<file path="src/hdl/audio_filter_pkg.sv">
/*
 * Shared definitions for the audio filter core
 *   sample, 2.16 fixed-point and product widths
 *   tap and sequencer state enums
 *   per-cycle MAC step and input history structs
 */

`default_nettype none

package audio_filter_pkg;

	// Widths ----------------------------------------------------------
	localparam int SAMPLE_W = 16;	// Codec sample
	localparam int FIX_W    = 18;	// 2.16 format
	localparam int FRAC_W   = 16;	// Fraction bits of fix_t

	typedef logic signed [SAMPLE_W-1:0] sample_t;	// Port-level audio
	typedef logic signed [FIX_W-1:0]    fix_t;	// Values, coeffs, accumulators
	typedef logic signed [2*FIX_W-1:0]  prod_t;	// Full multiplier result

	// Five taps of one second-order section
	typedef enum logic [2:0] {
		TAP_B1,	// b1 * x(n)
		TAP_B2,	// b2 * x(n-1)
		TAP_B3,	// b3 * x(n-2)
		TAP_A2,	// -a2 * y(n-1)
		TAP_A3	// -a3 * y(n-2)
	} tap_t;

	// Sequencer states, tap states in tap order
	typedef enum logic [2:0] {
		ST_IDLE,
		ST_B1,
		ST_B2,
		ST_B3,
		ST_A2,
		ST_A3,
		ST_UPDATE
	} seq_state_t;

	// Control word broadcast to both sections
	typedef struct packed {
		logic active;	// Tap issued this cycle
		tap_t tap;
		logic update;	// Shift histories, store result
	} mac_step_t;

	// Shared input history, x_n on top
	typedef struct packed {
		fix_t x_n;
		fix_t x_n1;
		fix_t x_n2;
	} x_hist_t;

endpackage

`default_nettype wire

</file>
<file path="src/hdl/audio_filter_top.sv">
/*
 * Audio filter core top level
 *   sequencer, shared input history
 *   lowpass section to the left output, bandpass to the right
 *   output scaling and inversion
 */

`timescale 1ns/1ns
`default_nettype none

module audio_filter_top
	import audio_filter_pkg::*;
#(
	// Butterworth lowpass, cutoff 0.1
	parameter fix_t LP_B1    = 18'h0_0524,
	parameter fix_t LP_B2    = 18'h0_0A48,
	parameter fix_t LP_B3    = 18'h0_0524,
	parameter fix_t LP_A2    = 18'h1_8F9E,
	parameter fix_t LP_A3    = 18'h3_5BD1,
	parameter int   LP_SHIFT = 0,
	// Butterworth bandpass 0.1 to 0.15, halved coeffs
	parameter fix_t BP_B1    = 18'h0_0956,
	parameter fix_t BP_B2    = 18'h0_0000,
	parameter fix_t BP_B3    = 18'h3_F6AA,
	parameter fix_t BP_A2    = 18'h0_DBEF,
	parameter fix_t BP_A3    = 18'h3_92AE,
	parameter int   BP_SHIFT = 1
)
(
	input  logic    AUD_CTRL_CLK,
	input  logic    reset,
	input  logic    dac_lrck,	// LR clock level
	input  sample_t audio_in,
	output sample_t audio_out_l,	// Lowpass
	output sample_t audio_out_r	// Bandpass
);

	mac_step_t step;
	logic      capture;
	x_hist_t   hist;
	fix_t      lp_y, bp_y;

	filter_sequencer u_sequencer (
		.AUD_CTRL_CLK (AUD_CTRL_CLK),
		.reset        (reset),
		.dac_lrck     (dac_lrck),
		.step         (step),
		.capture      (capture)
	);

	sample_history u_history (
		.AUD_CTRL_CLK (AUD_CTRL_CLK),
		.reset        (reset),
		.capture      (capture),
		.update       (step.update),
		.audio_in     (audio_in),
		.hist         (hist)
	);

	// ------------------------------------------------------------------
	// Filter sections
	// ------------------------------------------------------------------
	biquad_mac #(
		.B1 (LP_B1), .B2 (LP_B2), .B3 (LP_B3),
		.A2 (LP_A2), .A3 (LP_A3), .OUT_SHIFT (LP_SHIFT)
	) u_lowpass (
		.AUD_CTRL_CLK (AUD_CTRL_CLK),
		.reset        (reset),
		.step         (step),
		.hist         (hist),
		.y_out        (lp_y)
	);

	biquad_mac #(
		.B1 (BP_B1), .B2 (BP_B2), .B3 (BP_B3),
		.A2 (BP_A2), .A3 (BP_A3), .OUT_SHIFT (BP_SHIFT)
	) u_bandpass (
		.AUD_CTRL_CLK (AUD_CTRL_CLK),
		.reset        (reset),
		.step         (step),
		.hist         (hist),
		.y_out        (bp_y)
	);

	// Drop the two guard LSBs, codec path inverts so negate here
	assign audio_out_l = -lp_y[FIX_W-1 -: SAMPLE_W];
	assign audio_out_r = -bp_y[FIX_W-1 -: SAMPLE_W];

endmodule

`default_nettype wire

</file>
<file path="src/hdl/biquad_mac.sv">
/*
 * One second-order IIR section
 *   per-tap coefficient and operand select, registered
 *   2.16 signed multiplier and accumulator
 *   output history y(n-1), y(n-2) with optional doubling
 */

`timescale 1ns/1ns
`default_nettype none

module biquad_mac
	import audio_filter_pkg::*;
#(
	parameter fix_t B1        = '0,
	parameter fix_t B2        = '0,
	parameter fix_t B3        = '0,
	parameter fix_t A2        = '0,	// Already negated
	parameter fix_t A3        = '0,	// Already negated
	parameter int   OUT_SHIFT = 0	// 1 when coeffs are stored at half scale
)
(
	input  logic      AUD_CTRL_CLK,
	input  logic      reset,
	input  mac_step_t step,
	input  x_hist_t   hist,
	output fix_t      y_out
);

	fix_t  coeff_sel, value_sel;	// Tap mux
	fix_t  coeff_q, value_q;	// Multiplier operands
	logic  acc_en;	// Product valid this cycle
	logic  acc_first;	// B1 product, restart the sum
	prod_t prod;
	fix_t  prod_fix;	// Product back in 2.16
	fix_t  acc;
	fix_t  y_n1, y_n2;	// Own output history

	// ------------------------------------------------------------------
	// Operand select
	// ------------------------------------------------------------------
	always_comb
	begin
		case (step.tap)
			TAP_B1:  begin coeff_sel = B1; value_sel = hist.x_n;  end
			TAP_B2:  begin coeff_sel = B2; value_sel = hist.x_n1; end
			TAP_B3:  begin coeff_sel = B3; value_sel = hist.x_n2; end
			TAP_A2:  begin coeff_sel = A2; value_sel = y_n1;      end
			default: begin coeff_sel = A3; value_sel = y_n2;      end
		endcase
	end

	// 2.16 x 2.16 gives 4.32, keep sign and the next 17 bits
	assign prod     = coeff_q * value_q;
	assign prod_fix = {prod[2*FIX_W-1], prod[FIX_W+FRAC_W-2:FRAC_W]};

	assign y_out = y_n1;

	// ------------------------------------------------------------------
	// Datapath registers
	// ------------------------------------------------------------------
	always_ff @(posedge AUD_CTRL_CLK)
	begin
		if (step.active)
		begin
			coeff_q <= coeff_sel;
			value_q <= value_sel;
		end
		if (acc_en)
			acc <= acc_first ? prod_fix : fix_t'(acc + prod_fix);	// Wraps at 18 bits
	end

	// Pipeline control and output history
	always_ff @(posedge AUD_CTRL_CLK)
	begin
		if (reset)
		begin
			acc_en    <= 1'b0;
			acc_first <= 1'b0;
			y_n1      <= '0;
			y_n2      <= '0;
		end
		else
		begin
			acc_en    <= step.active;
			acc_first <= step.active && (step.tap == TAP_B1);
			if (step.update)
			begin
				y_n1 <= fix_t'(acc << OUT_SHIFT);	// Undo half-scale coeffs
				y_n2 <= y_n1;
			end
		end
	end

endmodule

`default_nettype wire

</file>
<file path="src/hdl/filter_sequencer.sv">
/*
 * Filter sequencer
 *   LR clock register and one-shot detector
 *   FSM stepping through the five taps of a frame
 *   capture pulse and update strobe for the histories
 */

`timescale 1ns/1ns
`default_nettype none

module filter_sequencer
	import audio_filter_pkg::*;
(
	input  logic      AUD_CTRL_CLK,
	input  logic      reset,
	input  logic      dac_lrck,	// Plain level from the codec side
	output mac_step_t step,
	output logic      capture	// Load new sample into history
);

	seq_state_t state;
	logic       lrck_q;	// Registered LR clock level
	logic       armed;	// One-shot memory, level seen low
	logic       upd_q;	// Update strobe, one cycle behind ST_UPDATE

	// Frame start, only from idle with the one-shot armed
	assign capture = (state == ST_IDLE) && lrck_q && armed;

	// ------------------------------------------------------------------
	// State register
	// ------------------------------------------------------------------
	always_ff @(posedge AUD_CTRL_CLK)
	begin
		if (reset)
		begin
			state  <= ST_IDLE;
			lrck_q <= 1'b0;
			armed  <= 1'b0;
			upd_q  <= 1'b0;
		end
		else
		begin
			lrck_q <= dac_lrck;
			// Last product lands in the accumulator during ST_UPDATE,
			// so the store happens one cycle later
			upd_q  <= (state == ST_UPDATE);
			case (state)
				ST_IDLE:
				begin
					if (capture)
					begin
						state <= ST_B1;
						armed <= 1'b0;	// Wait for low again
					end
					else if (!lrck_q)
						armed <= 1'b1;	// Re-arm the one-shot
				end
				ST_B1:     state <= ST_B2;
				ST_B2:     state <= ST_B3;
				ST_B3:     state <= ST_A2;
				ST_A2:     state <= ST_A3;
				ST_A3:     state <= ST_UPDATE;
				default:   state <= ST_IDLE;	// ST_UPDATE and unused codes
			endcase
		end
	end

	// ------------------------------------------------------------------
	// Step decode, tap index is the state itself
	// ------------------------------------------------------------------
	always_comb
	begin
		step.active = (state >= ST_B1) && (state <= ST_A3);
		step.tap    = step.active ? tap_t'(3'(state - 3'd1)) : TAP_B1;
		step.update = upd_q;
	end

endmodule

`default_nettype wire

</file>
<file path="src/hdl/sample_history.sv">
/*
 * Shared input history for both sections
 *   x(n) loaded from the codec sample on capture
 *   x(n-1), x(n-2) shifted on update
 */

`timescale 1ns/1ns
`default_nettype none

module sample_history
	import audio_filter_pkg::*;
(
	input  logic    AUD_CTRL_CLK,
	input  logic    reset,
	input  logic    capture,	// Frame start
	input  logic    update,	// End of frame
	input  sample_t audio_in,
	output x_hist_t hist
);

	fix_t x_scaled;

	// 16-bit sample into 2.16, two zero LSBs
	assign x_scaled = {audio_in, {(FIX_W-SAMPLE_W){1'b0}}};

	always_ff @(posedge AUD_CTRL_CLK)
	begin
		if (reset)
		begin
			hist <= '0;	// Start from silence
		end
		else
		begin
			if (capture)
				hist.x_n <= x_scaled;

			// Age the history once both sections are done with it
			if (update)
			begin
				hist.x_n1 <= hist.x_n;
				hist.x_n2 <= hist.x_n1;
			end
		end
	end

endmodule

`default_nettype wire

</file>
<file path="config.mk">
export PLATFORM = sky130hd
export DESIGN_NAME = audio_filter_top
export DESIGN_NICKNAME = d
export VERILOG_FILES = /design/src/hdl/audio_filter_pkg.sv /design/src/hdl/audio_filter_top.sv /design/src/hdl/biquad_mac.sv /design/src/hdl/filter_sequencer.sv /design/src/hdl/sample_history.sv
export SDC_FILE = /design/constraint.sdc
export NUM_CORES = 2
export LEC_CHECK = 0
export BUFFER_PORTS_ARGS = -buffer_cell sky130_fd_sc_hd__buf_2
export CORE_ASPECT_RATIO = 0.75
export CORE_MARGIN = 2
export CORE_UTILIZATION = 60
export DETAILED_ROUTE_END_ITERATION = 8
export PLACE_DENSITY = 0.83
export SLEW_MARGIN = 40
export SYNTH_ARGS = -nofsm -noshare
export SYNTH_HDL_FRONTEND = slang
export SYNTH_SLANG_ARGS = --single-unit
</file>
<file path="constraint.sdc">
create_clock -name AUD_CTRL_CLK -period 9.8 [get_ports AUD_CTRL_CLK]
set_clock_uncertainty 0.2 [all_clocks]
set_input_delay 2.45 -clock AUD_CTRL_CLK [delete_from_list [all_inputs] [get_ports AUD_CTRL_CLK]]
set_output_delay 2.45 -clock AUD_CTRL_CLK [all_outputs]
set_load 0.02 [all_outputs]
</file>
==> flow_summary_export.csv <==
group,metric,value,unit
global_routing,antenna_found_initial,1,
sta,tightest_slew,0.847,ns
placement,place_area,31400,um^2
hold_path,holdPathStages,1,
sta,relSlewSlack,0.431,
layout,final_util,0.641,
synth,yosys_most_used_dff,"dfxtp_1",
detailed_routing,vias_per_cell,5.46,
worst_setup_path,worstPathArrival,9.32,ns
layout,syn_to_final_growth,5.57,%
synth,ys_seq_area_frac,0.169,
floorplan,fp.dieH,199,um
clock_network,cts_buffers,22,
synth,synth_area,30500,um^2
synth,ys.warnings.count,0,
sta,fmax,108,MHz
synth,syn_nets,4020,
placement,hpwl,61800,um
global_routing,grt_start_max_net_pins,85,
synth,synth_top_family_by_area,"adder cells",
synth,yosys.area.top_type_share,0.383,
hold_path,hold_class,"flip-flop to flip-flop",
detailed_routing,wl_per_cell,19.3,um
global_routing,grt_overflow_total,0,
synth,syn_area_per_cell,9.59,um^2
synth,ys_seq_elements,214,
synth,synthXorXnorAreaFrac,0.0331,
clock_network,clock_sinks,214,
detailed_routing,drtPass1Iterations,6,
layout,drive_gt1_frac,0.0443,
detailed_routing,routed_wirelength,74100,um
layout,fin_cells,3841,
worst_setup_path,critical_path_class,"flip-flop to flip-flop",
clock_network,cts_tree,"done",
worst_setup_path,cp-start-kind,"flip-flop",
clock_network,clk_path_buf_depth,3,
synth,yosysMostFrequentCell,"inv_1",
floorplan,design.portCount,51,
sta,hold_viol_final,0,
detailed_routing,vias,20957,
floorplan,die-area,52700,um^2
clock_network,post_cts_buffers,0,
clock_network,cts-root-buf,"clkbuf_16",
sta,tns,0,ns
worst_setup_path,cp.depth,30,
synth,synth-simple-area-share,0.110,
placement,io_buffers,50,
status,status,"complete, no violations",
worst_setup_path,cp_top_family,"adder cells",
detailed_routing,route.detailed.drc,0,
layout,post-route-cell-area,32200,um^2
floorplan,row_count,71,
synth,synth_edf_count,88,
synth,yosysUniqueCellTypes,63,
sta,setup_violations,0,
worst_setup_path,cpMaxStageDelayCell,"edfxtp_1",
placement,gp_congestion,0.994,
floorplan,coreArea,50200,um^2
worst_setup_path,ff2ff_path_depth,30,
detailed_routing,ant_nets,0,
global_routing,grt_pass1_wl,120000,um
global_routing,grt_usage,0.295,
layout,final_net_count,4009,
worst_setup_path,crit_path_max_incr_delay,0.73,ns
synth,synthCells,3178,
job,cap_violations,0,
synth,synthTopCellsByCount,"833 x inv_1, 583 x fa_1, 253 x nand2_1, 240 x ha_1, 225 x nor2_1",
clock_network,ctsResizeCount,0,
layout,nFillCells,3826,
placement,dp_cells,3799,
floorplan,start_util,0.607,
worst_setup_path,endpoint_kind,"flip-flop",
floorplan,die_x,264,um
worst_setup_path,worst-endpoint-required,9.85,ns
sta,grt_setup_unrepaired,"false",
detailed_routing,drtIter0Drc,1932,
synth,synth_compound_area_frac,0.0517,
synth,synthArstFlopShare,0,
synth,synth_area_leaders,"fa_1 38%, inv_1 10%, ha_1 9.8%",
clock_network,holdBufCountCts,0,
synth,synth_largest_area_cell,"fa_1",
clock_network,clkTransAtPathRegs,0.07,ns
clock_network,htreeDepth,1,
global_routing,grt_pass1_vias,21766,
synth,synthAdderAreaFrac,0.481,
clock_network,clock_latency,0.51,ns
sta,slew_viol_final,0,
worst_setup_path,path_buf_inv,5,
sta,period_minus_slack,9.27,ns
synth,synthMuxAreaShare,0.0387,
sta,period_share,0.946,
worst_setup_path,worstPathMaxFanout,18,
## path summary, 6_finish.rpt
check | start | end | slack (ns)
worst min register to register | u_sequencer.lrck_q | u_sequencer.armed | 0.25
worst max-delay path | u_lowpass.coeff_q[11] | u_lowpass.acc[17] | 0.53
worst min-delay path | u_sequencer.lrck_q | u_sequencer.armed | 0.25
worst max register to register | u_lowpass.coeff_q[11] | u_lowpass.acc[17] | 0.53
## stage by stage
step                setup WS [ns]  hold slack (ns)
floorplan                    1.53            0.228
finish                      0.528            0.251
global route               0.0862            0.279
global placement            0.868            0.239
detailed placement          0.705            0.249
CTS                         0.692            0.244
## layer usage
layer | vias to the layer above | wire length (um) | part of all wire | GRT usage
li1 | 9539 | - | - | -
met1 | 10261 | 32200 | 0.44 | 0.438
met2 | 1071 | 30200 | 0.41 | 0.414
met3 | 86 | 10500 | 0.14 | 0.113
met4 | 0 | 1140 | 0.015 | 0.0520
met5 | - | 0 | 0 | 0
## state kept, by name, summed over array words and instances, names as in the netlist, 3 cells and up
register,count
u_bandpass.acc,17
u_bandpass.coeff_q,9
u_bandpass.value_q,17
u_bandpass.y_n2,17
u_bandpass.y_out,17
u_history.hist,48
u_lowpass.acc,18
u_lowpass.coeff_q,9
u_lowpass.value_q,18
u_lowpass.y_n2,18
u_lowpass.y_out,18
u_sequencer.state,3
## placed cells by master, fill, tap and decap left out, drive strengths merged, types with 5 or more instances in the layout
| cell type | Yosys | routed |
|---|---|---|
| inv | 834 | 834 |
| fa | 583 | 583 |
| nand2 | 253 | 253 |
| ha | 240 | 240 |
| nor2 | 225 | 225 |
| and2 | 142 | 142 |
| dfxtp | 126 | 126 |
| mux2i | 102 | 102 |
| a21oi | 92 | 92 |
| edfxtp | 88 | 88 |
| xnor2 | 80 | 80 |
| buf | 22 | 70 |
| o21ai | 54 | 54 |
| xor2 | 30 | 30 |
| clkbuf | 83 | 30 |
| nor3 | 25 | 25 |
| nand2b | 22 | 22 |
| mux2 | 14 | 14 |
| nand3 | 14 | 14 |
| o21a | 12 | 12 |
| o21bai | 12 | 12 |
| a21o | 11 | 11 |
| nor2b | 11 | 11 |
| a211oi | 9 | 9 |
| a221o | 9 | 9 |
| and3 | 8 | 8 |
| a31oi | 7 | 7 |
| a22oi | 7 | 7 |
| or3 | 6 | 6 |
| clkinv | 0 | 6 |
| or2 | 5 | 5 |
| o31ai | 5 | 5 |
## area by class of cell
class | instances | area [um^2] | area share
tap | 657 | 822 | 0.0255
sequential | 214 | 5180 | 0.161
inverter | 834 | 3130 | 0.0973
clock inverter | 10 | 130 | 0.00404
clock buffer | 30 | 676 | 0.0210
timing repair buffer | 70 | 432 | 0.0134
multi-input combinational | 2025 | 21800 | 0.678
antenna | 1 | 2.50 | 0.0000777
## kinds of logic after synthesis
family | count (synthesis)
xor gates and xnor gates | 112
muxes | 116
adders and majority gates | 823
AOI/OAI and AO/OA | 243
and+or+nand+nor | 731
DFF | 214
buffers and inverters | 939
Power is left out: the tool's default activity adds up to more than one toggle a clock period on the data nets, which glitch-free logic cannot reach.
